==> config.mk <==
export PLATFORM = sky130hd
export DESIGN_NAME = store_pairing
export DESIGN_NICKNAME = d
export VERILOG_FILES = /design/src/hdl/extmem_pkg.sv /design/src/hdl/tag_queue.sv /design/src/hdl/pair_watchdog.sv /design/src/hdl/store_pairing.sv
export SDC_FILE = /design/constraint.sdc
export NUM_CORES = 1
export LEC_CHECK = 0
export BUFFER_PORTS_ARGS = -buffer_cell sky130_fd_sc_hd__buf_4
export CAP_MARGIN = 20
export CORE_ASPECT_RATIO = 0.6
export CORE_MARGIN = 5
export CORE_UTILIZATION = 50
export DETAILED_ROUTE_END_ITERATION = 10
export GPL_TIMING_DRIVEN = 0
export PLACE_DENSITY_LB_ADDON = 0.05
export SYNTH_ARGS = -nofsm -noshare
export SYNTH_HDL_FRONTEND = slang
export SYNTH_SLANG_ARGS = --single-unit
==> constraint.sdc <==
create_clock -name clk -period 2.7 [get_ports clk]
set_input_delay 0.405 -clock clk [delete_from_list [all_inputs] [get_ports clk]]
set_output_delay 0.405 -clock clk [all_outputs]
set_load 0.01 [all_outputs]
==> src/hdl/extmem_pkg.sv <==
/*
 * External memory port shared definitions
 * Widths, channel payload structs, region table entry and error codes
 * used across the tagged load/store port.
 */
package extmem_pkg;

  // ----------------------------------------------------------------------
  // Field widths
  // ----------------------------------------------------------------------
  localparam int TAG_W  = 2;
  localparam int MEM_AW = 8;
  localparam int ELEM_W = 32;

  typedef logic [TAG_W-1:0]  tag_t;
  typedef logic [MEM_AW-1:0] mem_addr_t;
  typedef logic [ELEM_W-1:0] elem_t;

  // ----------------------------------------------------------------------
  // Channel payloads
  // ----------------------------------------------------------------------

  // Load address and store address channels
  typedef struct packed {
    tag_t      tag;
    mem_addr_t addr;
  } addr_req_t;

  // Store data channel
  typedef struct packed {
    tag_t  tag;
    elem_t data;
  } st_data_t;

  // Load response carrying the tag back with the element
  typedef struct packed {
    tag_t  tag;
    elem_t data;
  } ld_resp_t;

  // Region table entry with an exclusive end_tag
  typedef struct packed {
    logic      valid;
    tag_t      start_tag;
    tag_t      end_tag;
    mem_addr_t offset;
  } region_t;

  // Paired store going to the memory
  typedef struct packed {
    mem_addr_t addr;
    elem_t     data;
  } mem_wr_t;

  // ----------------------------------------------------------------------
  // Runtime error codes
  // ----------------------------------------------------------------------
  typedef enum logic [15:0] {
    ERR_NONE           = 16'd0,
    ERR_TAG_OOB        = 16'd1,
    ERR_NO_MATCH       = 16'd2,
    ERR_STORE_DEADLOCK = 16'd3
  } err_code_e;

endpackage

==> src/hdl/tag_queue.sv <==
/*
 * Tag queue
 * Circular FIFO of generic payload with simultaneous push and pop.
 */
module tag_queue #(
  parameter type payload_t = logic [7:0],
  parameter int  DEPTH     = 4
) (
  input  logic     clk,
  input  logic     rst_n,
  input  logic     push,
  input  payload_t push_data,
  input  logic     pop,
  output payload_t head,
  output logic     full,
  output logic     empty
);

  localparam int PTR_W = (DEPTH > 1) ? $clog2(DEPTH) : 1;
  localparam int CNT_W = $clog2(DEPTH + 1);

  payload_t         slots [DEPTH];
  logic [PTR_W-1:0] wr_ptr;
  logic [PTR_W-1:0] rd_ptr;
  logic [CNT_W-1:0] count;
  logic             do_push;
  logic             do_pop;

  function automatic logic [PTR_W-1:0] next_ptr(input logic [PTR_W-1:0] ptr);
    return (ptr == PTR_W'(DEPTH - 1)) ? '0 : ptr + 1'b1;
  endfunction

  assign full    = (count == CNT_W'(DEPTH));
  assign empty   = (count == '0);
  assign do_push = push && !full;
  assign do_pop  = pop && !empty;
  assign head    = slots[rd_ptr];

  always_ff @(posedge clk or negedge rst_n) begin
    if (!rst_n) begin
      wr_ptr <= '0;
      rd_ptr <= '0;
      count  <= '0;
    end else begin
      if (do_push) begin
        wr_ptr <= next_ptr(wr_ptr);
      end
      if (do_pop) begin
        rd_ptr <= next_ptr(rd_ptr);
      end
      // Occupancy holds when both happen together
      case ({do_push, do_pop})
        2'b10:   count <= count + 1'b1;
        2'b01:   count <= count - 1'b1;
        default: count <= count;
      endcase
    end
  end

  // Payload storage
  always_ff @(posedge clk) begin
    if (do_push) begin
      slots[wr_ptr] <= push_data;
    end
  end

endmodule

==> src/hdl/pair_watchdog.sv <==
/*
 * Store pairing watchdog
 * Counts cycles spent with only one store half queued for a tag.
 */
module pair_watchdog #(
  parameter int DEADLOCK_TIMEOUT = 64
) (
  input  logic clk,
  input  logic rst_n,
  input  logic one_sided,
  output logic stuck
);

  localparam int CNT_W = $clog2(DEADLOCK_TIMEOUT + 1);

  logic [CNT_W-1:0] wait_cnt;

  assign stuck = (wait_cnt == CNT_W'(DEADLOCK_TIMEOUT));

  always_ff @(posedge clk or negedge rst_n) begin
    if (!rst_n) begin
      wait_cnt <= '0;
    end else if (!one_sided) begin
      // Halves balanced again
      wait_cnt <= '0;
    end else if (!stuck) begin
      wait_cnt <= wait_cnt + 1'b1;
    end
  end

endmodule

==> src/hdl/store_pairing.sv <==
/*
 * Store pairing
 * Queues store address and data halves per tag, grants the lowest tag
 * holding both halves and issues the paired memory write.
 */
module store_pairing
  import extmem_pkg::*;
#(
  parameter int ST_COUNT         = 4,
  parameter int LSQ_DEPTH        = 4,
  parameter int DEADLOCK_TIMEOUT = 64
) (
  input  logic      clk,
  input  logic      rst_n,
  input  logic      st_addr_valid,
  output logic      st_addr_ready,
  input  addr_req_t st_addr,
  input  logic      st_addr_ok,
  input  logic      st_data_valid,
  output logic      st_data_ready,
  input  st_data_t  st_data,
  input  logic      st_data_ok,
  output logic      st_done_valid,
  input  logic      st_done_ready,
  output tag_t      st_done_tag,
  output logic      mem_wr_valid,
  output mem_wr_t   mem_wr,
  output logic      deadlock
);

  logic [ST_COUNT-1:0] addr_full;
  logic [ST_COUNT-1:0] addr_empty;
  logic [ST_COUNT-1:0] data_full;
  logic [ST_COUNT-1:0] data_empty;
  logic [ST_COUNT-1:0] addr_push;
  logic [ST_COUNT-1:0] data_push;
  logic [ST_COUNT-1:0] pair_req;
  logic [ST_COUNT-1:0] pair_pop;
  logic [ST_COUNT-1:0] stuck;
  mem_addr_t           addr_head [ST_COUNT];
  elem_t               data_head [ST_COUNT];
  logic                done_fire;

  // ----------------------------------------------------------------------
  // Ready from the addressed queue only, never from valid
  // ----------------------------------------------------------------------
  always_comb begin
    st_addr_ready = 1'b0;
    st_data_ready = 1'b0;
    for (int t = 0; t < ST_COUNT; t++) begin
      if (st_addr.tag == tag_t'(t)) begin
        st_addr_ready = st_addr_ok && !addr_full[t];
      end
      if (st_data.tag == tag_t'(t)) begin
        st_data_ready = st_data_ok && !data_full[t];
      end
    end
  end

  // ----------------------------------------------------------------------
  // Per-tag queues and watchdogs
  // ----------------------------------------------------------------------
  for (genvar t = 0; t < ST_COUNT; t++) begin : g_tag
    assign addr_push[t] = st_addr_valid && st_addr_ready && (st_addr.tag == tag_t'(t));
    assign data_push[t] = st_data_valid && st_data_ready && (st_data.tag == tag_t'(t));
    assign pair_req[t]  = !addr_empty[t] && !data_empty[t];
    assign pair_pop[t]  = done_fire && (st_done_tag == tag_t'(t));

    tag_queue #(.payload_t(mem_addr_t), .DEPTH(LSQ_DEPTH)) u_addr_q (
      .clk       (clk),
      .rst_n     (rst_n),
      .push      (addr_push[t]),
      .push_data (st_addr.addr),
      .pop       (pair_pop[t]),
      .head      (addr_head[t]),
      .full      (addr_full[t]),
      .empty     (addr_empty[t])
    );

    tag_queue #(.payload_t(elem_t), .DEPTH(LSQ_DEPTH)) u_data_q (
      .clk       (clk),
      .rst_n     (rst_n),
      .push      (data_push[t]),
      .push_data (st_data.data),
      .pop       (pair_pop[t]),
      .head      (data_head[t]),
      .full      (data_full[t]),
      .empty     (data_empty[t])
    );

    // One half waiting without its partner
    pair_watchdog #(.DEADLOCK_TIMEOUT(DEADLOCK_TIMEOUT)) u_watchdog (
      .clk       (clk),
      .rst_n     (rst_n),
      .one_sided (addr_empty[t] != data_empty[t]),
      .stuck     (stuck[t])
    );
  end

  // ----------------------------------------------------------------------
  // Lowest requesting tag wins the done channel
  // ----------------------------------------------------------------------
  always_comb begin : pick_lowest
    logic found;
    found       = 1'b0;
    st_done_tag = '0;
    mem_wr      = '0;
    for (int t = 0; t < ST_COUNT; t++) begin
      if (!found && pair_req[t]) begin
        found       = 1'b1;
        st_done_tag = tag_t'(t);
        mem_wr      = '{addr: addr_head[t], data: data_head[t]};
      end
    end
  end

  assign st_done_valid = |pair_req;
  assign done_fire     = st_done_valid && st_done_ready;
  assign mem_wr_valid  = done_fire;
  assign deadlock      = |stuck;

endmodule

==> out/metrics.csv, run 1 <==
metric,value,unit
outcome,"complete, but fails checks",
violations,setup timing,
slowest_stage,or3_4,
initial_utilization,0.502,
drive_gt1_frac,0.329,
arrival,2860,ps
slew_violations,0,
synth_area_leaders,"edfxtp_1 (65%), dfrtp_1 (7.1%), mux4_2 (6.6%), mux2i_1 (5.1%), ha_1 (2.5%)",
finalNetCount,2024,
setup_ws,-563,ps
numPortBuffers,97,
syn_nets,1795,
ys.flop_type,edfxtp_1,
dieArea,0.0643,mm2
critPathMaxStageDelay,420,ps
rows,69,
grt_pass1_wl,104000,um
crit_chain,or3_4 > ha_4 > buf_12 > buf_8 > nor2_4 > nand3b_1 > buf_6 > buf_12 > nor2_4 > nor3_2 > buf_4,
grt_usage,0.221,
wire_per_inst,25.5,um
internal_power,25.2,mW
seqPwrFrac,0.355,
powerDensity,1060,mW/mm2
synth_common_cells,"edfxtp_1 (640), mux2i_1 (151), mux4_2 (87)",
syn_inst,1676,
dieHeight,198,um
yosysWarnings,0,
design_power_total,37.9,mW
final_core_util,0.607,
synth_compound_area_frac,0.0372,
route.detailed.drc,0,
synth_xor_area_frac,0.0133,
clock-sinks,724,
required,2300,ps
fin_crit_sh,1.21,
h-tree-depth,3,
fin_crit,3260,ps
drt_wl_total,69800,um
peakVddDrop,0.000569,V
area_delta_synth_final,20.7,%
first_pass_iters,5,
cp_max_fo,10,
grt_pass1_vias,15796,
antenna_found_initial,1,
ioPinCount,98,
grt_max_degree,49,
switching_share,0.337,
drv_cap,0,
drt_iter0_drc,1479,
synth_top_area_share,0.650,
synthAdderAreaFrac,0.0308,
cts.clk_slew.worst_paths,60,ps
fp.dieW,324,um
synth_top_area_cell,edfxtp_1,
fillers,4311,
vias_per_cell,5.75,
ys_seq_area_frac,0.721,
grt_overflow,0,
synth_cell_type_count,44,
core_area,0.0589,mm2
crit_type,flip-flop to output pin,
synth_mux_area_frac,0.126,
synthArstFlopShare,0.116,
numCtsBuffers,68,
ys_ff_latch,724,
finalClockSkew,20.0,ps
synth-edff-count,640,
worst_pin_slew,791,ps
p_clk_frac,0.247,
synth-simple-area-share,0.0493,
switchingPower,12.8,mW
place_hpwl,44800,um
synth_top_family_by_area,multiplexers,
synth_most_common_cell,edfxtp_1,
worstSetupStartpointType,flip-flop,
p_leak,12.5,nW
clkLatencyLatePin,610,ps
syn_area_per_cell,17.7,um2
cts_tree,yes,
syn_area,0.0296,mm2
setup_violations,55,
fmax,306,MHz
hold_class,primary input to flip-flop,
slew_headroom,0.472,
place.gp.congestion,0.772,
vias,15760,
root_buffer,clkbuf_16,
combPwrFrac,0.397,
hold_viol,0,
end_kind,output pin,
rsz0062_at_grt,yes,
clockBufferDepth,3,
antenna_left,0,
cell families (layout without fill, tap and decap cells):
| kind of cell | count (synthesis) | after routing |
|---|---|---|
| mux | 261 | 261 |
| simple gates | 289 | 289 |
| xor+xnor | 45 | 45 |
| buf+inv | 134 | 417 |
| compound gates | 155 | 155 |
| fa+ha+maj | 68 | 68 |
| other cells | 0 | 1 |
| flops | 724 | 724 |
final timing paths:
check,endpoint,slack (ps),from,cells after the start
max in group asynchronous,g_tag[1].u_data_q.count[2],1630,rst_n,3
min in group asynchronous,g_tag[2].u_addr_q.wr_ptr[0],310,rst_n,2
worst max-delay path,mem_wr[24],-560,g_tag[1].u_data_q.count[1],11
worst min register to register,g_tag[3].u_data_q.count[0],510,g_tag[3].u_data_q.count[0],1
worst max register to register,g_tag[3].u_data_q.count[2],-290,g_tag[1].u_data_q.count[1],16
worst min-delay path,g_tag[3].u_data_q.slots[1][12],90,st_data[12],1
cell usage in the layout (no fill, tap or decap), drive strengths merged, types with 3 or more instances in the layout:
cell,n
a2111oi,4
a21boi,3
a21oi,39
a22oi,72
and2,53
and3,7
buf,211
bufinv,4
clkbuf,114
clkinv,19
dfrtp,84
edfxtp,640
fa,8
ha,60
inv,67
mux2,23
mux2i,151
mux4,87
nand2,54
nand2b,3
nand3,30
nand3b,5
nor2,71
nor2b,10
nor3,40
nor4,4
o21ai,24
or3,6
xnor2,30
xor2,15
worst max-delay path: cells and delay by family, from the launching register on:
family                   cells  cell delay, ps
adder cells (fa/ha/maj)      1             190
buffers and inverters        5             760
flip-flops                   1             380
AND/OR/NAND/NOR              5             890
routing by layer:
metal  share of wire  up-vias  routed length (um)  track usage
met4           0.014        2                 955       0.0434
met2            0.43      528               29800        0.310
met3           0.078       79                5460       0.0516
li1                -     6939                   -            -
met1            0.48     8212               33600        0.358
met5         0.00019        -                  13            0
flip-flops by register name, indices dropped and copies added, names as in the netlist:
name                       flops
g_tag.u_addr_q.count          12
g_tag.u_watchdog.wait_cnt     28
g_tag.u_addr_q.slots         128
g_tag.u_data_q.wr_ptr          8
g_tag.u_addr_q.wr_ptr          8
g_tag.u_addr_q.rd_ptr          8
g_tag.u_data_q.count          12
g_tag.u_data_q.rd_ptr          8
g_tag.u_data_q.slots         512
stage by stage:
step	TNS, ps	instance area (um2)	setup WS (ps)	std cells	hold WS (ps)
final	-23420	35700	-563	2741	91.0
after global routing	-28530	35700	-644	2740	69.4
after CTS	-25830	35400	-669	2742	52.3
after detailed placement	-16520	31700	-727	2571	432
after global placement	-379630	31300	-878	2554	477
after floorplan	0	29600	2.13	1676	109
power groups by stage:
stage	Clock, mW	Sequential [mW]	Combinational, mW
after detailed placement	0	13.7	12.1
after global routing	10.1	13.6	16.2
after global placement	0	13.7	11.9
final	9.39	13.5	15.1
after floorplan	0	13.6	7.47
after CTS	9.59	13.5	14.6
what timing repair did:
item | CTS | global route
hold buffers | 1 | 0
gates cloned | 5 | 0
hold endpoints to repair | 36 | 0
buffers inserted | 45 | 4
endpoints found under the setup margin | 55 | 59
resized for setup | 281 | 109
pin swaps | 107 | 46
layout make-up:
type | count | area (um2) | share of cell area
antenna | 1 | 2.50 | 0.0000701
clock buffer | 98 | 1890 | 0.0529
buffer | 64 | 609 | 0.0171
tap | 781 | 977 | 0.0274
sequential | 724 | 21300 | 0.597
inverter | 65 | 246 | 0.00690
clock inverter | 26 | 253 | 0.00708
multi-input combinational | 818 | 8730 | 0.244
timing repair buffer | 164 | 1680 | 0.0472
Note: power is estimated with default switching activity, not from simulation.
==> run 2: changes to the inputs <==
==> constraint.sdc (replaced) <==
create_clock -name clk -period 2.9 [get_ports clk]
set_input_delay 0.435 -clock clk [delete_from_list [all_inputs] [get_ports clk]]
set_output_delay 0.435 -clock clk [all_outputs]
set_load 0.01 [all_outputs]
==> out/metrics.csv, run 2 (synthesis results as in run 1) <==
metric,value,unit
outcome,"complete, but fails checks",
violations,setup timing,
fin_crit,3310,ps
slew_violations,0,
hold_viol,0,
antenna_left,0,
setup_violations,50,
grt_overflow,0,
cts.clk_slew.worst_paths,60,ps
crit_end,mem_wr[18],
regMostFlops,g_tag.u_data_q.slots,
final_common_cell,edfxtp_1,
path_buf_inv,4,
crit_chain,or3_4 > ha_4 > buf_12 > nor4bb_4 > buf_6 > buf_12 > a22oi_1 > nand2_1 > nor3_1 > buf_4,
clock-sinks,724,
worstSetupStartpointType,flip-flop,
route.detailed.drc,0,
slowest_stage,or3_4,
rows,69,
largest_register_ff_count,512,
slew_headroom,0.428,
vias_per_cell,5.65,
place_hpwl,44500,um
cts_tree,yes,
grt_pass1_vias,15833,
drt_wl_total,69000,um
path_depth,10,
initial_utilization,0.502,
antenna_cells,0,
numPortBuffers,97,
area_delta_synth_final,21.5,%
root_buffer,clkbuf_16,
reg.largest.list,"g_tag.u_data_q.slots x512, g_tag.u_addr_q.slots x128, g_tag.u_watchdog.wait_cnt x28",
final_cell_mix,"edfxtp_1 (640), mux2i_1 (151), buf_4 (129)",
worst_pin_slew,858,ps
powerDensity,1000,mW/mm2
finalClockSkew,21.4,ps
fmax,302,MHz
ioPinCount,98,
worstReg2RegEnd,g_tag[3].u_data_q.count[2],
grt_pass1_wl,101000,um
fin_crit_sh,1.14,
ff2ff_path_depth,16,
core_area,0.0589,mm2
hold_class,primary input to flip-flop,
numCtsBuffers,69,
critPathTopFamily,simple AND/OR/NAND/NOR gates,
p_leak,12.7,nW
clockBufferDepth,3,
wire_per_inst,25.1,um
dieArea,0.0643,mm2
fp.dieW,324,um
first_pass_iters,5,
required,2470,ps
design_power_total,36.0,mW
critPathMaxStageDelay,430,ps
finalNetCount,2030,
place.gp.congestion,0.798,
drive_gt1_frac,0.334,
r2r_setup_slack,-190,ps
drt_iter0_drc,1430,
cp_common_cell,buf_12,
fillers,4301,
crit_start,g_tag[1].u_data_q.count[1],
arrival,2870,ps
end_kind,output pin,
drv_cap,0,
vias,15515,
peakVddDrop,0.000628,V
h-tree-depth,3,
clkLatencyLatePin,600,ps
grt_max_degree,49,
cp_max_fo,5,
r2r_start,g_tag[1].u_data_q.count[1],
min_from,st_data[13],
rsz0062_at_grt,yes,
dp_slack,-719,ps
crit_type,flip-flop to output pin,
setup_ws,-406,ps
antenna_found_initial,1,
grt_usage,0.215,
dieHeight,198,um
worst_hold_path.num_cells,1,
[run 2: repair_timing]
action	in CTS	in global routing
endpoints found under the hold margin	47	0
hold buffers	1	0
pin swaps	71	88
gates cloned	3	4
gates resized for setup	247	132
buffers inserted	39	13
setup endpoints to repair	56	53
[run 2: how the worst min path moves through the flow]
stage,endpoint
after global placement,g_tag[2].u_data_q.count[1]
after CTS,g_tag[3].u_data_q.slots[0][15]
after global routing,g_tag[3].u_data_q.slots[0][11]
after detailed placement,g_tag[2].u_data_q.count[0]
final,g_tag[2].u_data_q.slots[0][13]
after floorplan,g_tag[0].u_addr_q.count[0]
[run 2: cell type report]
cell class,count,area (um2),area share
multi-input cells,818,8730,0.243
plain buffers,63,624,0.0174
flip-flops and latches,724,21300,0.593
repair buffers,170,1730,0.0482
clock inverters,29,357,0.00992
clock buffers,96,1950,0.0543
well taps,781,977,0.0272
inverters,65,246,0.00686
[run 2: where the power goes]
group / switching [mW] / leakage, nW / total, mW / internal [mW]
Clock: 3.79 / 1.12 / 9.30 / 5.51
Combinational: 7.70 / 4.72 / 14.2 / 6.52
Sequential: 0.453 / 6.82 / 12.5 / 12.1
Total: 11.9 / 12.7 / 36.0 / 24.1
[run 2: metal layers]
metal	wire length, um	vias to the layer above	track usage
met2	30000	381	0.309
li1	-	6942	-
met1	33700	8110	0.344
met3	4150	82	0.0428
met5	0	-	0
met4	1150	0	0.0488
[run 2: metrics by stage]
step                      hold WS [ps]  instances  area (um2)   util  setup TNS, ps
after global placement             484       2554       31300  0.531        -239290
after CTS                         98.3       2735       35300  0.599         -15770
final                              131       2746       35900  0.610         -15230
after floorplan                    139       1676       29600      -              0
after global routing               113       2746       35900  0.610         -20000
after detailed placement           487       2571       31700  0.538         -23700
