==> src/hdl/extmem_pkg.sv <==
/*
 * External memory port shared definitions
 * Widths, channel payload structs, region table entry and error codes
 * used across the tagged load/store port.
 */
package extmem_pkg;

  // ----------------------------------------------------------------------
  // Field widths
  // ----------------------------------------------------------------------
  localparam int TAG_W  = 2;
  localparam int MEM_AW = 8;
  localparam int ELEM_W = 32;

  typedef logic [TAG_W-1:0]  tag_t;
  typedef logic [MEM_AW-1:0] mem_addr_t;
  typedef logic [ELEM_W-1:0] elem_t;

  // ----------------------------------------------------------------------
  // Channel payloads
  // ----------------------------------------------------------------------

  // Load address and store address channels
  typedef struct packed {
    tag_t      tag;
    mem_addr_t addr;
  } addr_req_t;

  // Store data channel
  typedef struct packed {
    tag_t  tag;
    elem_t data;
  } st_data_t;

  // Load response carrying the tag back with the element
  typedef struct packed {
    tag_t  tag;
    elem_t data;
  } ld_resp_t;

  // Region table entry with an exclusive end_tag
  typedef struct packed {
    logic      valid;
    tag_t      start_tag;
    tag_t      end_tag;
    mem_addr_t offset;
  } region_t;

  // Paired store going to the memory
  typedef struct packed {
    mem_addr_t addr;
    elem_t     data;
  } mem_wr_t;

  // ----------------------------------------------------------------------
  // Runtime error codes
  // ----------------------------------------------------------------------
  typedef enum logic [15:0] {
    ERR_NONE           = 16'd0,
    ERR_TAG_OOB        = 16'd1,
    ERR_NO_MATCH       = 16'd2,
    ERR_STORE_DEADLOCK = 16'd3
  } err_code_e;

endpackage

==> src/hdl/region_map.sv <==
/*
 * Region map
 * Finds the region table entry covering a tag and returns its offset.
 */
module region_map
  import extmem_pkg::*;
#(
  parameter int NUM_REGION = 2
) (
  input  region_t   regions [NUM_REGION],
  input  tag_t      tag,
  output logic      match,
  output mem_addr_t offset
);

  logic [NUM_REGION-1:0] hit;

  // ----------------------------------------------------------------------
  // Per-entry range compare
  // ----------------------------------------------------------------------
  always_comb begin
    for (int r = 0; r < NUM_REGION; r++) begin
      hit[r] = regions[r].valid &&
               (tag >= regions[r].start_tag) &&
               (tag < regions[r].end_tag);
    end
  end

  // ----------------------------------------------------------------------
  // Later matching entries override earlier ones
  // ----------------------------------------------------------------------
  always_comb begin
    match  = 1'b0;
    offset = '0;
    for (int r = 0; r < NUM_REGION; r++) begin
      if (hit[r]) begin
        match  = 1'b1;
        offset = regions[r].offset;
      end
    end
  end

endmodule

==> config.mk <==
export PLATFORM = sky130hd
export DESIGN_NAME = region_map
export DESIGN_NICKNAME = d
export VERILOG_FILES = /design/src/hdl/extmem_pkg.sv /design/src/hdl/region_map.sv
export SDC_FILE = /design/constraint.sdc
export NUM_CORES = 1
export LEC_CHECK = 0
export BUFFER_PORTS_ARGS = -buffer_cell sky130_fd_sc_hd__buf_2
export CAP_MARGIN = 40
export CORE_AREA = 2 2 39 41
export DETAILED_ROUTE_END_ITERATION = 10
export DIE_AREA = 0 0 41 43
export PLACE_DENSITY_LB_ADDON = 0.2
export SYNTH_ARGS = -nofsm -noshare
export SYNTH_HDL_FRONTEND = slang
export SYNTH_SLANG_ARGS = --single-unit
==> constraint.sdc <==
create_clock -name vclk -period 1.75
set_input_delay 0 -clock vclk [all_inputs]
set_output_delay 0 -clock vclk [all_outputs]
set_load 0.02 [all_outputs]
==> metrics.csv, run 1 <==
stage,metric,value,unit
power_and_ir_drop,register share of total power,0,%
floorplanning,width of the die,41,um
final_layout,Area Overhead vs Synth,66.4,%
sta,final hold slack,0.346,ns
synth,post-synthesis cell type count,11,
synth,Synth Area in Simple Gates,30.9,%
min_path,worst hold stages,3,
floorplanning,placeable core area,1380,um2
power_and_ir_drop,Comb pwr share,100.0,%
sta,Final setup viols,0,
sta,Slew headroom,67.1,%
route,drt first pass iters,2,
place,GP Congestion,0.635,
final_layout,"Cell Count, Final, Fillers Out",91,
min_path,class of the most critical hold timing path,in -> out,
synth,Synth Area in Compound Gates,11.7,%
sta,final hold viol count,0,
route,via count,388,
worst_setup_path,critical path type,in -> out,
synth,largest area contributor in the netlist,mux2_2,
final_layout,Register Area,0,um2
sta,setup_tns,0,ns
route,Initial DRC Count,5,
place,# placed instances,91,
grt,GRT overflow,0,
floorplanning,DIE HEIGHT,43,um
status,status,"complete, no violations",
final_layout,layout cell share with drive strength beyond 1,65.3,%
final_layout,Final #Nets,111,
cts,CTS Hold Bufs,0,
route,drt drc,0,
sta,RSZ-0062 raised after global routing,no,
synth,Synth Instances,37,
synth,Syn Nets,71,
worst_setup_path,critical path arrival,1.59,ns
power_and_ir_drop,Clk pwr share,0,%
place,dpl cell area,533,um2
power_and_ir_drop,P_leak,0.354,nW
place,input/output buffers,37,
synth,top post-synthesis cells by area,"mux2_2, ha_1, and3_1",
power_and_ir_drop,Switch Pwr,70.6,uW
synth,XOR/XNOR share of the synthesized area,0,%
power_and_ir_drop,internal cell power,74.4,uW
grt,first-pass GRT wire length,1.29,mm
route,vias per cell,4.26,
worst_setup_path,crit path launch type,primary input,
sta,fin. max-slew vios,0,
power_and_ir_drop,PD cells,272,nW/um2
cts,Post CTS Setup Buffer Count,0,
synth,adder-cell share of the synthesized area,23.4,%
worst_setup_path,CP required,1.75,ns
worst_setup_path,critical-path maximum fanout,9,
grt,vias in the first global route,343,
final_layout,"most common cell after layout, fill and taps aside",buf_2,
power_and_ir_drop,maximum vdd drop,0.000109,V
floorplanning,Initial Util,23.1,%
sta,f_max,0.630,GHz
synth,Post-Synthesis Cell Area,320,um2
final_layout,FFs & Latches,0,
sta,worst setup margin,0.162,ns
synth,Avg Inst Size Synth,8.66,um2
final_layout,diodes inserted,0,
place,DP Worst Slack,0.137,ns
worst_setup_path,nature of the critical path endpoint,output port,
grt,largest net degree at the start of global routing,10,
final_layout,layout filler cell count,148,
synth,largest family of logic cells by synthesized area,simple AND/OR/NAND/NOR gates,
grt,initial antenna violation count,0,
synth,Yosys top cell area share,28.1,%
floorplanning,full die area,1760,um2
power_and_ir_drop,switch share,48.7,%
floorplanning,# IOs,37,
synth,"Seq/Total Area, Yosys",0,%
grt,Total Routing Usage GR,10.2,%
route,Final ANT Viol Nets,0,
route,WL final,924,um
power_and_ir_drop,Pwr Total,145,uW
final_layout,fin area,533,um2
sta,Final Cycle Share,90.7,%
synth,multiplexer share of the synthesized area,28.1,%
sta,post-route minimum period,1.59,ns
route,Routed WL per cell,10.2,um
final_layout,Layout Utilization,38.5,%
cts,Post-CTS Resized,0,
final_layout,"commonest cells after routing, fill and taps aside","buf_2, and3_1, mux2_2",
final_layout,# clk buffers,0,
flow_run,Max Cap Viol,0,
sta,worst-margin pin slew,0.493,ns
synth,Ys Warns,0,
floorplanning,Rows,14,
==> per-layer routing <==
metal  GRT usage (%)  vias to the layer above  routed length, um
li1                -                      212                  -
met1            13.0                      142                390
met2            18.1                       34                388
met3            1.57                        0                144
met4               0                        0                  0
met5               0                        -                  0
==> synthesized netlist by cell type <==
cell and n:
a21boi_2 1, a21o_1 1, a21o_2 1, a21oi_1 2
and3_1 8, clkinv_1 1, ha_1 6, inv_1 4
mux2_2 8, nand2b_1 4, nor4b_4 1
==> logic make-up after synthesis <==
kind of cell	after synthesis
mux	8
compound gates	5
fa+ha+maj	6
simple gates	13
buf+inv	5
==> critical path: stages <==
cell      delay, ns
buf_2          0.08
clkinv_1       0.11
ha_1           0.29
nand2b_1       0.09
a21oi_1        0.09
nor4b_4        0.20
buf_4          0.21
mux2_2         0.35
buf_2          0.16
==> layout make-up <==
| cell class | instances | area [um2] | share of cell area, % |
|---|---|---|---|
| multi-input cells | 32 | 302 | 56.6 |
| repair buffers | 38 | 193 | 36.2 |
| inverters | 5 | 18.8 | 3.52 |
| well taps | 16 | 20.0 | 3.76 |
==> path summary, 6_finish.rpt <==
kind,start,endpoint,slack (ns)
hold / removal,regions[7],offset[7],0.35
setup / recovery,tag[0],offset[0],0.16
==> power groups by stage <==
stage	registers [mW]	clock network [mW]	logic (mW)
after floorplan	0	0	0.0884
after global placement	0	0	0.148
after detailed placement	0	0	0.146
after CTS	0	0	0.147
after global routing	0	0	0.160
final	0	0	0.145
Note: power is estimated with default switching activity, not from simulation.
==> run 2, diff against run 1 <==
==> constraint.sdc (replaced) <==
create_clock -name vclk -period 1.75
set_input_delay 0 -clock vclk [all_inputs]
set_output_delay 0 -clock vclk [all_outputs]
set_load 0.1 [all_outputs]
==> run 2 against run 1 <==
Compared with the run above:
- die area stayed put
- combinational power rose by 110%
- setup slack lost 0.040 ns
- hold slack better by 0.070 ns
- clock-buffer cell count is the same
- core utilization is 6.5 points higher
- critical endpoint is now offset[5]
==> metrics.csv, run 2 (synthesized netlist as in run 1, its figures left out) <==
stage,metric,value,unit,change
status,status,"complete, no violations",,
final_layout,# clk buffers,0,,unchanged
sta,final hold slack,0.416,ns,+0.0698 ns
route,WL final,969,um,+4.9%
floorplanning,# IOs,37,,unchanged
worst_setup_path,Crit-path slowest cell,mux2_2,,
route,metal2 WL,451,um,+16%
final_layout,Layout Utilization,45.0,%,+6.5 points
grt,GRT overflow,0,,unchanged
power_and_ir_drop,P_leak,0.376,nW,+6.0%
route,Final ANT Viol Nets,0,,unchanged
sta,fin. max-slew vios,0,,unchanged
grt,vias in the first global route,372,,+8.5%
final_layout,Final #Nets,112,,+0.90%
min_path,worst hold stages,3,,unchanged
min_path,class of the most critical hold timing path,in -> out,,
worst_setup_path,CP max stage delay,0.33,ns,-0.02 ns
worst_setup_path,Worst Setup SP,tag[0],,
worst_setup_path,sequence of cells on the critical path,buf_2 > clkinv_1 > ha_1 > nand2b_1 > a21oi_1 > nor4b_4 > buf_6 > mux2_2 > buf_4,,
worst_setup_path,CP required,1.75,ns,about the same
worst_setup_path,"Buf+Inv Stages, Crit Path",4,,unchanged
route,top routing layer used,met3,,
sta,post-route minimum period,1.63,ns,+0.0402 ns
place,input/output buffers,37,,unchanged
sta,f_max,0.614,GHz,-2.5%
route,via count,400,,+3.1%
final_layout,diodes inserted,0,,unchanged
worst_setup_path,nature of the critical path endpoint,output port,,
place,DP HPWL,832,um,
sta,final hold viol count,0,,unchanged
worst_setup_path,CP top delay family,buffers and inverters,,
min_path,hold worst-path end,offset[2],,
min_path,hold path start,regions[2],,
final_layout,Area Overhead vs Synth,94.5,%,
final_layout,layout cell share with drive strength beyond 1,65.8,%,+0.46 points
floorplanning,width of the die,41,um,unchanged
route,vias per cell,4.35,,+2.0%
floorplanning,full die area,1760,um2,unchanged
place,GP Congestion,0.785,,+23%
floorplanning,Initial Util,23.1,%,unchanged
worst_setup_path,critical path type,in -> out,,
final_layout,"commonest cells after routing, fill and taps aside","buf_2, and3_1, mux2_2",,
route,drt first pass iters,2,,unchanged
cts,CTS Hold Bufs,0,,unchanged
final_layout,FFs & Latches,0,,unchanged
worst_setup_path,crit path launch type,primary input,,
route,metal1 wirelength,394,um,+1.0%
sta,Slew headroom,81.7,%,+15 points
sta,Final Cycle Share,93.0,%,+2.3 points
place,DP Worst Slack,0.00153,ns,-0.136 ns
final_layout,Register Area,0,um2,unchanged
floorplanning,placeable core area,1380,um2,unchanged
worst_setup_path,critical path arrival,1.63,ns,+0.04 ns
flow_run,Max Cap Viol,0,,unchanged
power_and_ir_drop,PD cells,486,nW/um2,+79%
sta,worst-margin pin slew,0.277,ns,-0.216 ns
power_and_ir_drop,maximum vdd drop,0.000334,V,+210%
grt,first-pass GRT wire length,1.35,mm,+4.3%
worst_setup_path,critical-path maximum fanout,9,,unchanged
cts,Post CTS Setup Buffer Count,0,,unchanged
route,Routed WL per cell,10.5,um,+3.7%
sta,setup_tns,0,ns,unchanged
route,Initial DRC Count,4,,-1
sta,Final setup viols,0,,unchanged
route,drt drc,0,,unchanged
grt,largest net degree at the start of global routing,10,,unchanged
floorplanning,Rows,14,,unchanged
final_layout,"most common cell after layout, fill and taps aside",buf_2,,
grt,Total Routing Usage GR,10.5,%,+0.30 points
floorplanning,DIE HEIGHT,43,um,unchanged
route,routed length on met3,124,um,-14%
grt,initial antenna violation count,0,,unchanged
final_layout,layout filler cell count,132,,-11%
sta,worst setup margin,0.122,ns,-0.0402 ns
==> run 2: cell types whose count changed in the layout (fill, tap and decap cells not counted) <==
cell | previous run | this run
buf_4 | 1 | 2
buf_6 | 0 | 6
buf_2 | 37 | 28
buf_12 | 0 | 3
==> run 2: routing by layer <==
layer / up-vias / global-route usage [%]
li1: 213 / -
met1: 153 / 13.6
met2: 34 / 19.4
met3: 0 / 0
met4: 0 / 0
met5: - / 0
==> run 2: area by class of cell <==
type                       count  area [um2]  share of cell area (%)
timing repair buffer          39         283                    45.4
inverter                       5        18.8                    3.01
multi-input combinational     32         302                    48.4
tap                           16        20.0                    3.21
==> run 2: tightest hold or removal path: cells and delay by family <==
family | cells | cell delay, ns
buf+inv | 2 | 0.25
mux | 1 | 0.17
==> run 2: where the power goes <==
group          internal, mW  leakage [nW]  switching [mW]  total, mW
clock network             0             0               0          0
registers                 0             0               0          0
logic                 0.112         0.376           0.191      0.303
total                 0.112         0.376           0.191      0.303
==> run 2: through the flow <==
step           total power [mW]  instance area (um2)  std cells
2_1_floorplan             0.200                  320         37
3_3_place_gp              0.287                  586         92
3_5_place_dp              0.287                  586         92
4_1_cts                   0.290                  591         92
5_1_grt                   0.319                  623         92
6_report                  0.303                  623         92
==> run 2: worst max-delay path by stage <==
stage / to / slack, ns / depth (start not counted)
3_3_place_gp: offset[0] / 0.04 / 9
6_report: offset[5] / 0.12 / 9
3_5_place_dp: offset[0] / 0.002 / 9
4_1_cts: offset[6] / 0.0007 / 9
5_1_grt: offset[5] / -0.006 / 9
2_1_floorplan: offset[0] / 0.17 / 6
==> run 2: timing repair <==
action / CTS / global route
gates resized for setup: 2 / 14
setup endpoints to repair: 2 / 6
pin swaps: 0 / 0
==> run 3, diff against run 2 <==
==> constraint.sdc (replaced) <==
create_clock -name vclk -period 1.7
set_input_delay 0 -clock vclk [all_inputs]
set_output_delay 0 -clock vclk [all_outputs]
set_load 0.1 [all_outputs]
==> run 3 against run 2 <==
Compared with the run above:
- hold slack lost 0.0010 ns
- clock-buffer cell count unchanged
- combinational power grew 2%
- critical path depth did not move
- routed wire length is 0.31% higher
- flip-flop and latch count unchanged
- first-iteration DRC count grew 100%
- largest power group unchanged
==> metrics.csv, run 3 (synthesized netlist as in run 1, its figures left out) <==
stage,metric,value,unit,change
status,status,"complete, no violations",,
worst_setup_path,crit path launch type,primary input,,
route,WL final,972,um,+0.31%
worst_setup_path,CP required,1.70,ns,-0.05 ns
cts,Post-CTS Resized,6,,+4
place,input/output buffers,37,,unchanged
grt,largest net degree at the start of global routing,10,,unchanged
route,via count,403,,+0.75%
final_layout,diodes inserted,0,,unchanged
route,Initial DRC Count,8,,+4
floorplanning,placeable core area,1380,um2,unchanged
power_and_ir_drop,PD cells,498,nW/um2,+2.5%
grt,met3 Track Usage GR,1.05,%,+1.0 points
place,DP Worst Slack,-0.0134,ns,-0.0149 ns
route,drt drc,0,,unchanged
sta,post-route minimum period,1.60,ns,
power_and_ir_drop,P_leak,0.379,nW,+0.83%
sta,fin. max-slew vios,0,,unchanged
min_path,hold path start,regions[2],,
final_layout,"commonest cells after routing, fill and taps aside","buf_2, and3_1, mux2_2",,
floorplanning,# IOs,37,,unchanged
worst_setup_path,sequence of cells on the critical path,buf_2 > clkinv_1 > ha_1 > nand2b_1 > a21oi_1 > nor4b_4 > buf_6 > mux2_2 > buf_4,,
worst_setup_path,nature of the critical path endpoint,output port,,
final_layout,FFs & Latches,0,,unchanged
route,vias per cell,4.33,,-0.33%
power_and_ir_drop,maximum vdd drop,0.000334,V,about the same
sta,worst-margin pin slew,0.281,ns,+0.00329 ns
final_layout,Final #Nets,113,,+0.89%
worst_setup_path,"Buf+Inv Stages, Crit Path",4,,unchanged
sta,Final Cycle Share,94.4,%,
place,DP HPWL,815,um,-2.1%
worst_setup_path,critical-path maximum fanout,9,,unchanged
power_and_ir_drop,Switch Pwr,196,uW,+2.8%
min_path,worst hold stages,3,,unchanged
grt,met2 Usage GRT,19.1,%,-0.31 points
power_and_ir_drop,internal cell power,114,uW,+1.8%
sta,final hold slack,0.415,ns,-0.00103 ns
grt,initial antenna violation count,0,,unchanged
grt,Total Routing Usage GR,10.2,%,-0.30 points
floorplanning,full die area,1760,um2,unchanged
final_layout,layout cell share with drive strength beyond 1,66.2,%,+0.44 points
floorplanning,DIE HEIGHT,43,um,unchanged
place,GP Congestion,0.785,,about the same
final_layout,# clk buffers,0,,unchanged
route,Routed WL per cell,10.5,um,-0.77%
grt,GRT overflow,0,,unchanged
sta,Slew headroom,81.4,%,-0.22 points
floorplanning,Initial Util,23.1,%,unchanged
worst_setup_path,WP depth,9,,unchanged
worst_setup_path,critical path type,in -> out,,
grt,GR Util met1,12.3,%,-1.3 points
sta,final hold viol count,0,,unchanged
power_and_ir_drop,Comb pwr share,100.0,%,about the same
min_path,class of the most critical hold timing path,in -> out,,
worst_setup_path,CP top delay family,buffers and inverters,,
power_and_ir_drop,Pwr Total,310,uW,+2.5%
cts,Post CTS Setup Buffer Count,0,,unchanged
worst_setup_path,critical path arrival,1.60,ns,-0.03 ns
final_layout,Register Area,0,um2,unchanged
final_layout,"most common cell after layout, fill and taps aside",buf_2,,
grt,first-pass GRT wire length,1.29,mm,-4.1%
sta,f_max,0.623,GHz,
sta,worst setup margin,0.0960,ns,-0.0258 ns
final_layout,Layout Utilization,45.0,%,unchanged
route,Final ANT Viol Nets,0,,unchanged
min_path,hold worst-path end,offset[2],,
floorplanning,Rows,14,,unchanged
power_and_ir_drop,register share of total power,0,%,unchanged
route,drt first pass iters,3,,+1
cts,CTS Hold Bufs,0,,unchanged
power_and_ir_drop,Clk pwr share,0,%,unchanged
worst_setup_path,Crit-path slowest cell,mux2_2,,
grt,vias in the first global route,361,,-3.0%
power_and_ir_drop,switch share,63.2,%,+0.22 points
flow_run,Max Cap Viol,0,,unchanged
sta,setup_tns,0,ns,unchanged
worst_setup_path,CP max stage delay,0.34,ns,about the same
floorplanning,width of the die,41,um,unchanged
sta,Final setup viols,0,,unchanged
final_layout,Area Overhead vs Synth,94.5,%,unchanged
grt,Top Usage Layer GRT,met2,,
## run 3: cell count changes in the layout (fill, tap and decap cells not counted)
cell,change
buf_4,+3
buf_6,-2
## run 3: worst max-delay path by stage
stage | start | to | slack [ns]
floorplan | tag[0] | offset[0] | 0.12
global placement | tag[0] | offset[0] | 0.006
detailed placement | tag[0] | offset[0] | -0.01
CTS | tag[0] | offset[0] | 0.06
global route | tag[0] | offset[5] | -0.002
finish | tag[0] | offset[5] | 0.1
## run 3: power groups by stage
stage                     clock, mW  combinational, mW  sequential, mW
after detailed placement          0              0.296               0
after floorplan                   0              0.206               0
after global routing              0              0.326               0
after CTS                         0              0.305               0
after global placement            0              0.297               0
final                             0              0.310               0
## run 3: through the flow
stage          cell area [um2]  std cells
4_1_cts                    608         93
5_1_grt                    623         93
2_1_floorplan              320         37
3_5_place_dp               593         93
6_report                   623         93
3_3_place_gp               593         93
## run 3: layout make-up
cell class | count | area [um2]
Multi-Input combinational cell | 32 | 302
Inverter | 5 | 18.8
Tap cell | 16 | 20.0
Fill cell | 139 | 761
Timing Repair Buffer | 40 | 283
## run 3: per-layer routing
metal  routed length (um)  share of wire (%)  vias to the layer above
li1                     -                  -                      215
met1                  397                 41                      154
met2                  445                 46                       34
met3                  129                 13                        0
met4                    0                  0                        0
met5                    0                  0                        -
