--- config.mk ---
export PLATFORM = sky130hd
export DESIGN_NAME = error_monitor
export DESIGN_NICKNAME = d
export VERILOG_FILES = /design/src/hdl/extmem_pkg.sv /design/src/hdl/error_monitor.sv
export SDC_FILE = /design/constraint.sdc
export NUM_CORES = 1
export LEC_CHECK = 0
export BUFFER_PORTS_ARGS = -buffer_cell sky130_fd_sc_hd__buf_2
export CELL_PAD_IN_SITES_DETAIL_PLACEMENT = 0
export CELL_PAD_IN_SITES_GLOBAL_PLACEMENT = 1
export CORE_AREA = 2 2 39 41
export CTS_BUF_LIST = sky130_fd_sc_hd__clkbuf_16
export DETAILED_ROUTE_END_ITERATION = 6
export DIE_AREA = 0 0 41 43
export PLACE_DENSITY_LB_ADDON = 0.1
export SETUP_SLACK_MARGIN = 0.15
export SLEW_MARGIN = 10
export SYNTH_ARGS = -nofsm -noshare
export SYNTH_HDL_FRONTEND = slang
export SYNTH_SLANG_ARGS = --single-unit
--- constraint.sdc ---
create_clock -name clk -period 0.9 [get_ports clk]
set_clock_uncertainty 0.1 [all_clocks]
set_input_delay 0.045 -clock clk [delete_from_list [all_inputs] [get_ports clk]]
set_output_delay 0.045 -clock clk [all_outputs]
set_load 0.005 [all_outputs]
--- src/hdl/extmem_pkg.sv ---
/*
 * External memory port shared definitions
 * Widths, channel payload structs, region table entry and error codes
 * used across the tagged load/store port.
 */
package extmem_pkg;

  // ----------------------------------------------------------------------
  // Field widths
  // ----------------------------------------------------------------------
  localparam int TAG_W  = 2;
  localparam int MEM_AW = 8;
  localparam int ELEM_W = 32;

  typedef logic [TAG_W-1:0]  tag_t;
  typedef logic [MEM_AW-1:0] mem_addr_t;
  typedef logic [ELEM_W-1:0] elem_t;

  // ----------------------------------------------------------------------
  // Channel payloads
  // ----------------------------------------------------------------------

  // Load address and store address channels
  typedef struct packed {
    tag_t      tag;
    mem_addr_t addr;
  } addr_req_t;

  // Store data channel
  typedef struct packed {
    tag_t  tag;
    elem_t data;
  } st_data_t;

  // Load response carrying the tag back with the element
  typedef struct packed {
    tag_t  tag;
    elem_t data;
  } ld_resp_t;

  // Region table entry with an exclusive end_tag
  typedef struct packed {
    logic      valid;
    tag_t      start_tag;
    tag_t      end_tag;
    mem_addr_t offset;
  } region_t;

  // Paired store going to the memory
  typedef struct packed {
    mem_addr_t addr;
    elem_t     data;
  } mem_wr_t;

  // ----------------------------------------------------------------------
  // Runtime error codes
  // ----------------------------------------------------------------------
  typedef enum logic [15:0] {
    ERR_NONE           = 16'd0,
    ERR_TAG_OOB        = 16'd1,
    ERR_NO_MATCH       = 16'd2,
    ERR_STORE_DEADLOCK = 16'd3
  } err_code_e;

endpackage

--- src/hdl/error_monitor.sv ---
/*
 * Error monitor
 * Prioritizes runtime error conditions and holds the first one seen.
 */
module error_monitor
  import extmem_pkg::*;
(
  input  logic      clk,
  input  logic      rst_n,
  input  logic      tag_oob,
  input  logic      no_match,
  input  logic      deadlock,
  output logic      error_valid,
  output err_code_e error_code
);

  logic      err_hit;
  err_code_e next_code;

  // Tag range outranks region, region outranks deadlock
  always_comb begin
    err_hit   = 1'b1;
    next_code = ERR_NONE;
    if (tag_oob) begin
      next_code = ERR_TAG_OOB;
    end else if (no_match) begin
      next_code = ERR_NO_MATCH;
    end else if (deadlock) begin
      next_code = ERR_STORE_DEADLOCK;
    end else begin
      err_hit = 1'b0;
    end
  end

  // Sticky until reset
  always_ff @(posedge clk or negedge rst_n) begin
    if (!rst_n) begin
      error_valid <= 1'b0;
      error_code  <= ERR_NONE;
    end else if (!error_valid && err_hit) begin
      error_valid <= 1'b1;
      error_code  <= next_code;
    end
  end

endmodule

==> results.yml, run 1 <==
routing:
  drt-initial-drc-count: 0
  vias_per_cell: 3.089
  final_antenna_net_count: 0
  dr.pass1.iters: 1
  drc: 0
  routed_wl_um: 403
  vias: 173
  avgRoutedWirePerCell_um: 7.196
layout:
  layout-drive-gt1-share_pct: 40.00
  layout_common_cells: "conb_1 (14), buf_2 (6), nor2_1 (4)"
  nets: 46
  antenna_cells: 0
  postLayoutCoreUtil_pct: 25.77
  layout_commonest_cell: "conb_1"
  areaGrowthSynthToFinish_pct: 54.89
setup_path:
  worstPathMaxFanout: 3
  worst_ep_required_time_ns: 0.75
  cp-end-kind: "primary output"
  cp_data_arrival_time_ns: 0.85
  reg2reg_from: "error_valid$_DFFE_PN0P_"
  crit_start: "error_valid$_DFFE_PN0P_"
  cp-endpoint: "error_valid"
  r2r_cells: 3
  reg2reg_to: "error_code[0]$_DFFE_PN0P_"
  worstSetupPathType: "reg -> out"
  r2r_setup_slack_ns: -0.03
  critPathLaunchType: "flop"
floorplanning:
  io_pins: 22
  core_sq_um: 1384
  fp.dieH_um: 43
  fp-row-count: 14
  die_area_sq_um: 1763
  die_width_um: 41
  start_util_pct: 16.64
clock_network:
  cts.sink_count: 3
  clkSlewWorstSetupHoldPaths_ns: 0.03
  cts_root_buf: "clkbuf_16"
  cts_buffers: 3
  clock_latency_ns: 0.22
  htreeDepth: 1
  cts_tree: "built"
  ctsHoldBuffers: 1
  clockBufferDepth: 2
grt:
  grt_util_all_layers_pct: 5.835
  grt_max_degree: 4
  met2_usage_pct: 7.813
  grt_pass1_wl_um: 621
  antenna_found_initial: 0
  busiest_layer: "met4"
  grt_pass1_vias: 154
  grt_use_met3_pct: 1.571
  overflow: 0
  grtUsageMet1_pct: 5.825
power:
  p_clk_share_pct: 78.8
  power_switching_w: 0.0001511
  ir_worst_vdd_v: 0.001742
  intPower_w: 0.0007304
  power_density_nw_per_um2: 2472
  power_frac_comb_pct: 5.2
  pwr-share-seq_pct: 16.1
  leakagePower_nw: 0.1942
  swShare_pct: 17.14
logic_synthesis:
  yosysTopAreaCellShare_pct: 45.65
  synthCells: 27
  mappedNetlistArea_sq_um: 230.2
  ys_ff_latch: 3
  synth-warning-count: 0
  synth_top_area_cell: "buf_4"
  ys_seq_area_share_pct: 32.61
  syn_area_per_cell_sq_um: 8.527
  ys_types: 9
  ys_top_cells_by_area: "buf_4 (46%), dfrtp_1 (33%), nor2_1 (6.5%)"
sta:
  hold_viol: 2
  setup_viol: 2
  finalSetupTns_ns: -0.1247
  fin_crit_ns: 0.9948
  min_period_over_period_pct: 110.5
  setup_slack_ns: -0.09481
  rsz0062_at_grt: "true"
  worst_hold_slack_ns: -0.07496
  timing.fmax_ghz: 1.005
  finalMaxSlewViolations: 0
outcome:
  status: "complete, but fails checks"
  violations: "negative hold slack, negative setup slack"
place:
  gp_congestion: 0.5764
  hpwl_um: 289.9
  io_buffers: 7
hold_path:
  hold_class: "in -> reg"
flow_run:
  maxCapViolCount: 0
## per-stage QoR
stage / hold WS, ns / power [W] / cells / setup WS (ns) / area, sq um
detailed placement: -0.2562 / 0.0001799 / 51 / -0.02476 / 244.0
global placement: -0.2578 / 0.0001802 / 51 / -0.03394 / 244.0
CTS: -0.07016 / 0.0008897 / 56 / -0.09908 / 349.1
global route: -0.06642 / 0.0009151 / 56 / -0.1136 / 356.6
floorplan: -0.3506 / 0.0002067 / 40 / -0.01886 / 279.0
finish: -0.07496 / 0.0008815 / 56 / -0.09481 / 356.6
## routing by layer
layer | up-vias | wire, um
met4 | 0 | 19
met2 | 12 | 218
met1 | 77 | 129
met3 | 2 | 35
li1 | 82 | -
met5 | - | 0
## power by group through the flow
stage | Clock [W] | Sequential, W | Combinational [W]
after global routing | 0.000719 | 0.000142 | 0.0000542
after detailed placement | 0 | 0.000142 | 0.0000375
final | 0.000694 | 0.000142 | 0.0000455
after CTS | 0.000705 | 0.000142 | 0.0000431
after floorplan | 0 | 0.000143 | 0.0000638
after global placement | 0 | 0.000142 | 0.0000378
## Yosys cell counts (all sizes together)
cell and number:
a21oi 1, a2bb2oi 1, buf 14, conb 1, dfrtp 3, inv 1
nand2 1, nor2 4, o22a 1
## how the worst min path moves through the flow
stage                       start                   endpoint  slack [ns]  cells after the start
after global placement      rst_n  error_code[1]$_DFFE_PN0P_       -0.26                      1
after floorplan             rst_n  error_code[0]$_DFFE_PN0P_       -0.35                      0
final                     tag_oob  error_code[1]$_DFFE_PN0P_       -0.07                      2
after global routing      tag_oob  error_code[1]$_DFFE_PN0P_       -0.07                      2
after detailed placement    rst_n  error_code[1]$_DFFE_PN0P_       -0.26                      1
after CTS                 tag_oob  error_code[1]$_DFFE_PN0P_       -0.07                      2
## layout make-up
cell class | instances | area [sq um]
Multi-Input combinational cell | 22 | 105.1
Sequential cell | 3 | 75.07
Timing Repair Buffer | 10 | 73.82
Clock buffer | 3 | 75.07
Clock inverter | 1 | 3.754
Inverter | 1 | 3.754
Fill cell | 165 | 1027
Tap cell | 16 | 20.02
## repair_timing
item,CTS,global route
hold endpoints to repair,5,2
endpoints found under the setup margin,6,6
pin swaps,1,1
setup buffers,0,0
resized for setup,3,2
## state kept, by name, summed over array words and instances, names as in the netlist
| signal | flops |
|---|---|
| error_code | 2 |
| error_valid | 1 |
## kinds of logic after synthesis
group / synth area share [%]
compound gates: 10.32
other cells: 1.629
buf+inv: 47.28
simple gates: 8.149
flops: 32.61
## worst max-delay path: stages, from the launching register on
cell,delay [ns]
dfrtp_1,0.40
buf_6,0.13
buf_6,0.10
(Power assumes the default switching activity.)
==> run 2: changes to the inputs <==
--- a/config.mk
+++ b/config.mk
@@ -6,12 +6,12 @@
 export NUM_CORES = 1
 export LEC_CHECK = 0
 export BUFFER_PORTS_ARGS = -buffer_cell sky130_fd_sc_hd__buf_2
-export CELL_PAD_IN_SITES_DETAIL_PLACEMENT = 0
-export CELL_PAD_IN_SITES_GLOBAL_PLACEMENT = 1
-export CORE_AREA = 2 2 39 41
+export CAP_MARGIN = 10
+export CELL_PAD_IN_SITES_DETAIL_PLACEMENT = 1
+export CELL_PAD_IN_SITES_GLOBAL_PLACEMENT = 2
+export CORE_UTILIZATION = 13
 export CTS_BUF_LIST = sky130_fd_sc_hd__clkbuf_16
 export DETAILED_ROUTE_END_ITERATION = 6
-export DIE_AREA = 0 0 41 43
 export PLACE_DENSITY_LB_ADDON = 0.1
 export SETUP_SLACK_MARGIN = 0.15
 export SLEW_MARGIN = 10
==> run 2 against run 1 <==
- power rose by 0.62%
- register-to-register slack got worse by 0.02 ns
- core utilization fell by 1.6 points
- sequential share of layout area fell by 1.4 points
- non-clock buffer count rose by 2
- sequential power barely moved
- the flow still finishes with violations (negative hold slack, negative setup slack)
- final area rose by 7.0%
- critical endpoint unchanged
==> results.yml, run 2 (synthesis gave the netlist of run 1 again) <==
outcome:
  status: "complete, but fails checks"
  violations: "negative hold slack, negative setup slack"
power:
  power_frac_comb_pct: 5.3
  pwr-share-seq_pct: 16.1
  power_switching_w: 0.0001566
  leakagePower_nw: 0.2042
  power_density_nw_per_um2: 2324
  ir_worst_vdd_v: 0.001410
  p_clk_share_pct: 78.6
  swShare_pct: 17.66
  intPower_w: 0.0007304
grt:
  grt_pass1_wl_um: 924
  overflow: 0
  antenna_found_initial: 0
  grt_util_all_layers_pct: 7.264
  grt_pass1_vias: 203
  grt_max_degree: 4
routing:
  routed_wl_um: 543
  vias_per_cell: 3.121
  final_antenna_net_count: 0
  drt-initial-drc-count: 3
  drc: 0
  dr.pass1.iters: 5
  vias: 181
  avgRoutedWirePerCell_um: 9.362
sta:
  hold_viol: 2
  min_period_over_period_pct: 111.6
  rsz0062_at_grt: "true"
  finalMaxSlewViolations: 0
  setup_slack_ns: -0.1040
  worst_hold_slack_ns: -0.06065
  setup_viol: 4
  timing.fmax_ghz: 0.9961
  finalSetupTns_ns: -0.2840
  fin_crit_ns: 1.004
floorplanning:
  die_area_sq_um: 1943
  die_width_um: 44.08
  fp-row-count: 14
  io_pins: 22
  core_sq_um: 1577
  start_util_pct: 14.60
  fp.dieH_um: 44.08
layout:
  multi_input_area_sq_um: 108.9
  top_register: "error_code"
  top_regs: "error_code x2, error_valid x1"
  antenna_cells: 0
  layout-drive-gt1-share_pct: 42.86
  layout_commonest_cell: "conb_1"
  final_cells: 58
  areaGrowthSynthToFinish_pct: 65.76
  nets: 48
  final_area_sq_um: 381.6
  largest_reg_flops: 2
  regArea_sq_um: 75.07
  nFillCells: 194
  layout_common_cells: "conb_1 (14), buf_2 (5), buf_6 (4)"
setup_path:
  crit_start: "error_valid$_DFFE_PN0P_"
  cp_data_arrival_time_ns: 0.86
  worst_ep_required_time_ns: 0.75
  cp-end-kind: "primary output"
  worstSetupPathType: "reg -> out"
  worstPathMaxFanout: 3
  reg2reg_from: "error_valid$_DFFE_PN0P_"
  critPathLaunchType: "flop"
place:
  preCtsSetupSlack_ns: -0.03961
  placed_area_sq_um: 251.5
  gp_congestion: 0.5553
  placedCellCount: 52
  io_buffers: 7
hold_path:
  hold_start: "tag_oob"
  hold_class: "in -> reg"
clock_network:
  htreeDepth: 1
  clockBufferDepth: 2
  clkSlewWorstSetupHoldPaths_ns: 0.03
  cts.sink_count: 3
  ctsHoldBuffers: 1
  clock_latency_ns: 0.22
  cts_buffers: 3
  cts_tree: "built"
  cts_root_buf: "clkbuf_16"
flow_run:
  maxCapViolCount: 0
-- run 2: cell count changes in the layout (fill, tap and decap cells not counted) --
cell	delta
a21oi_1	+1
a21oi_2	-1
buf_2	-1
buf_4	+2
buf_6	+1
nor2_1	-1
nor2_4	+1
-- run 2: metal layers --
| layer | GRT usage (%) | wire [um] | vias up |
|---|---|---|---|
| li1 | - | - | 85 |
| met2 | 10.59 | 271 | 14 |
| met3 | 4.082 | 44 | 2 |
| met1 | 7.769 | 216 | 80 |
| met5 | 0 | 0 | - |
| met4 | 5.455 | 11 | 0 |
-- run 2: final timing paths --
check	endpoint	slack [ns]	cells after the start
max	error_valid	-0.10	2
min	error_code[1]$_DFFE_PN0P_	-0.06	2
max reg2reg	error_code[0]$_DFFE_PN0P_	-0.05	3
min reg2reg	error_code[1]$_DFFE_PN0P_	0.47	1
max in group asynchronous	error_code[0]$_DFFE_PN0P_	0.55	2
min in group asynchronous	error_code[1]$_DFFE_PN0P_	0.04	2
-- run 2: critical path, stage by stage, from the launching register on --
cell and delay [ns]:
dfrtp_1 0.40, buf_6 0.13, buf_6 0.10
-- run 2: cell type report --
cell class	instances	area share, %
Clock inverter	1	0.9836
Sequential cell	3	19.67
Timing Repair Buffer	12	24.92
Tap cell	16	5.246
Inverter	1	0.9836
Multi-Input combinational cell	22	28.52
Clock buffer	3	19.67
-- run 2: power by group through the flow --
| stage | Combinational (W) | Clock, W | Sequential, W |
|---|---|---|---|
| after floorplan | 0.0000638 | 0 | 0.000143 |
| after global placement | 0.0000384 | 0 | 0.000142 |
| after detailed placement | 0.0000383 | 0 | 0.000143 |
| after CTS | 0.0000455 | 0.000705 | 0.000142 |
| after global routing | 0.0000552 | 0.000726 | 0.000143 |
| final | 0.0000471 | 0.000697 | 0.000142 |
-- run 2: per-stage QoR --
| stage | power, W | hold WS [ns] | util (%) |
|---|---|---|---|
| finish | 0.0008870 | -0.06065 | 24.21 |
| global placement | 0.0001808 | -0.2562 | 15.95 |
| CTS | 0.0008924 | -0.06696 | 24.21 |
| global route | 0.0009239 | -0.03987 | 24.21 |
| detailed placement | 0.0001809 | -0.2532 | 15.95 |
| floorplan | 0.0002067 | -0.3506 | - |
-- run 2: repair_timing --
action	CTS	global route
setup buffers	1	0
pin swaps	1	0
setup endpoints to repair	6	6
endpoints found under the hold margin	5	1
gates resized for setup	7	0
==> run 3: changes to the inputs <==
--- a/config.mk
+++ b/config.mk
@@ -11,6 +11,7 @@
 export CELL_PAD_IN_SITES_GLOBAL_PLACEMENT = 2
 export CORE_UTILIZATION = 13
 export CTS_BUF_LIST = sky130_fd_sc_hd__clkbuf_16
+export CTS_CLUSTER_SIZE = 25
 export DETAILED_ROUTE_END_ITERATION = 6
 export PLACE_DENSITY_LB_ADDON = 0.1
 export SETUP_SLACK_MARGIN = 0.15
==> constraint.sdc (replaced) <==
create_clock -name clk -period 0.92 [get_ports clk]
set_clock_uncertainty 0.1 [all_clocks]
set_input_delay 0.046 -clock clk [delete_from_list [all_inputs] [get_ports clk]]
set_output_delay 0.046 -clock clk [all_outputs]
set_load 0.005 [all_outputs]
==> run 3 against run 2 <==
- the flow still finishes with violations (negative hold slack, negative setup slack)
- wire length decreased by 3.3%
- first-iteration DRC count increased by 33%
- clock power down 3.7%
- sequential cell count did not move
- core utilization shrank 0.48 points
- count of clock-buffer cells in the layout unchanged
- hold slack gained 0.011 ns
- die area did not move
- final cell count stayed put
- via count grew 0.55%
- highest routed layer is now met3
- critical endpoint unchanged
- global-route usage fell by 1.0 points
==> results.yml, run 3 (synthesis gave the netlist of run 1 again) <==
outcome:
  status: "complete, but fails checks"
  violations: "negative hold slack, negative setup slack"
power:
  p_clk_share_pct: 78.5
  power_switching_w: 0.0001406
  power_frac_comb_pct: 5.2
  swShare_pct: 16.46
  ir_worst_vdd_v: 0.001718
  power_density_nw_per_um2: 2283
  p_total_w: 0.0008540
  intPower_w: 0.0007135
  leakagePower_nw: 0.2056
  pwr-share-seq_pct: 16.3
clock_network:
  cts_root_buf: "clkbuf_16"
  ctsHoldBuffers: 1
  cts.sink_count: 3
  clkSlewWorstSetupHoldPaths_ns: 0.03
  cts_tree: "built"
  clockBufferDepth: 2
  clock_latency_ns: 0.22
  cts_buffers: 3
  htreeDepth: 1
floorplanning:
  fp.dieH_um: 44.08
  die_width_um: 44.08
  die_area_sq_um: 1943
  start_util_pct: 14.60
  fp-row-count: 14
  io_pins: 22
  core_sq_um: 1577
layout:
  layout_common_cells: "conb_1 (14), buf_2 (5), nor2_1 (4), buf_6 (4)"
  layout-drive-gt1-share_pct: 40.48
  largest_reg_flops: 2
  top_register: "error_code"
  nets: 48
  areaGrowthSynthToFinish_pct: 62.50
  final_area_sq_um: 374.1
  nFillCells: 192
  antenna_cells: 0
  layout_commonest_cell: "conb_1"
  top_regs: "error_code x2, error_valid x1"
flow_run:
  maxCapViolCount: 0
routing:
  vias: 182
  dr.pass1.iters: 6
  met3_length_um: 40
  avgRoutedWirePerCell_um: 9.052
  final_antenna_net_count: 0
  wl_met1_um: 226
  highest_layer: "met3"
  vias_per_cell: 3.138
  met2RoutedLength_um: 259
  drc: 0
  drt-initial-drc-count: 4
  routed_wl_um: 525
setup_path:
  cp_num_buf_inv: 2
  worstPathMaxFanout: 3
  worst_ep_required_time_ns: 0.77
  cp_data_arrival_time_ns: 0.86
  max_stage_delay_ns: 0.40
  cp-end-kind: "primary output"
  critical-path-top-delay-family: "flip-flops"
  crit_path_top_delay_cell: "dfrtp_1"
  worstSetupPathType: "reg -> out"
  cp_cell_sequence: "buf_6 -> buf_6"
  cp_common_cell: "buf_6"
  critPathLaunchType: "flop"
sta:
  fin_crit_ns: 1.005
  finalSetupTns_ns: -0.1852
  finalMaxSlewViolations: 0
  hold_viol: 2
  worst_hold_slack_ns: -0.04931
  setup_slack_ns: -0.08504
  rsz0062_at_grt: "true"
  timing.fmax_ghz: 0.9950
  setup_viol: 3
  min_period_over_period_pct: 109.2
grt:
  grt_pass1_vias: 186
  grt_pass1_wl_um: 779
  antenna_found_initial: 0
  overflow: 0
  grt_util_all_layers_pct: 6.255
  grt_max_degree: 4
place:
  placed_area_sq_um: 251.5
  preCtsSetupSlack_ns: -0.02077
  gp_congestion: 0.5936
  hpwl_um: 399.1
  io_buffers: 7
hold_path:
  hold_class: "in -> reg"
run 3: stage by stage:
step                utilization (%)  hold slack (ns)  std cells
floorplan                         -          -0.3496         40
global placement              15.95          -0.2523         52
detailed placement            15.95          -0.2547         52
CTS                           23.73         -0.04597         58
global route                  23.73         -0.03442         58
finish                        23.73         -0.04931         58
run 3: area by class of cell:
class                           count  area (sq um)  area share (%)
Multi-Input combinational cell     22         101.3           27.09
Clock buffer                        3         75.07           20.07
Inverter                            1         3.754           1.003
Tap cell                           16         20.02           5.351
Timing Repair Buffer               12         95.09           25.42
Clock inverter                      1         3.754           1.003
Sequential cell                     3         75.07           20.07
run 3: worst paths after layout:
| path | cells after the start | end | start | slack [ns] |
|---|---|---|---|---|
| max reg2reg | 2 | error_code[0]$_DFFE_PN0P_ | error_code[0]$_DFFE_PN0P_ | -0.04 |
| min in group asynchronous | 2 | error_code[0]$_DFFE_PN0P_ | rst_n | 0.04 |
| min reg2reg | 1 | error_code[1]$_DFFE_PN0P_ | error_code[1]$_DFFE_PN0P_ | 0.44 |
| max in group asynchronous | 2 | error_valid$_DFFE_PN0P_ | rst_n | 0.57 |
| min | 2 | error_code[1]$_DFFE_PN0P_ | tag_oob | -0.05 |
| max | 2 | error_valid | error_valid$_DFFE_PN0P_ | -0.09 |
run 3: routing by layer:
| metal | vias to the layer above | track usage (%) |
|---|---|---|
| met5 | - | 0 |
| met4 | 0 | 1.818 |
| met3 | 0 | 5.306 |
| met2 | 14 | 10.00 |
| met1 | 82 | 6.030 |
| li1 | 86 | - |
run 3: timing repair:
action,in CTS,in global routing
endpoints found under the hold margin,5,2
endpoints found under the setup margin,6,6
resized for setup,5,0
setup buffers,1,0
pin swaps,1,0
run 3: power by group through the flow:
stage                     combinational [W]  sequential, W  clock [W]
after floorplan                   0.0000624       0.000140          0
after global placement            0.0000381       0.000139          0
after detailed placement          0.0000378       0.000139          0
after CTS                         0.0000440       0.000139   0.000686
after global routing              0.0000512       0.000139   0.000700
final                             0.0000444       0.000139   0.000671
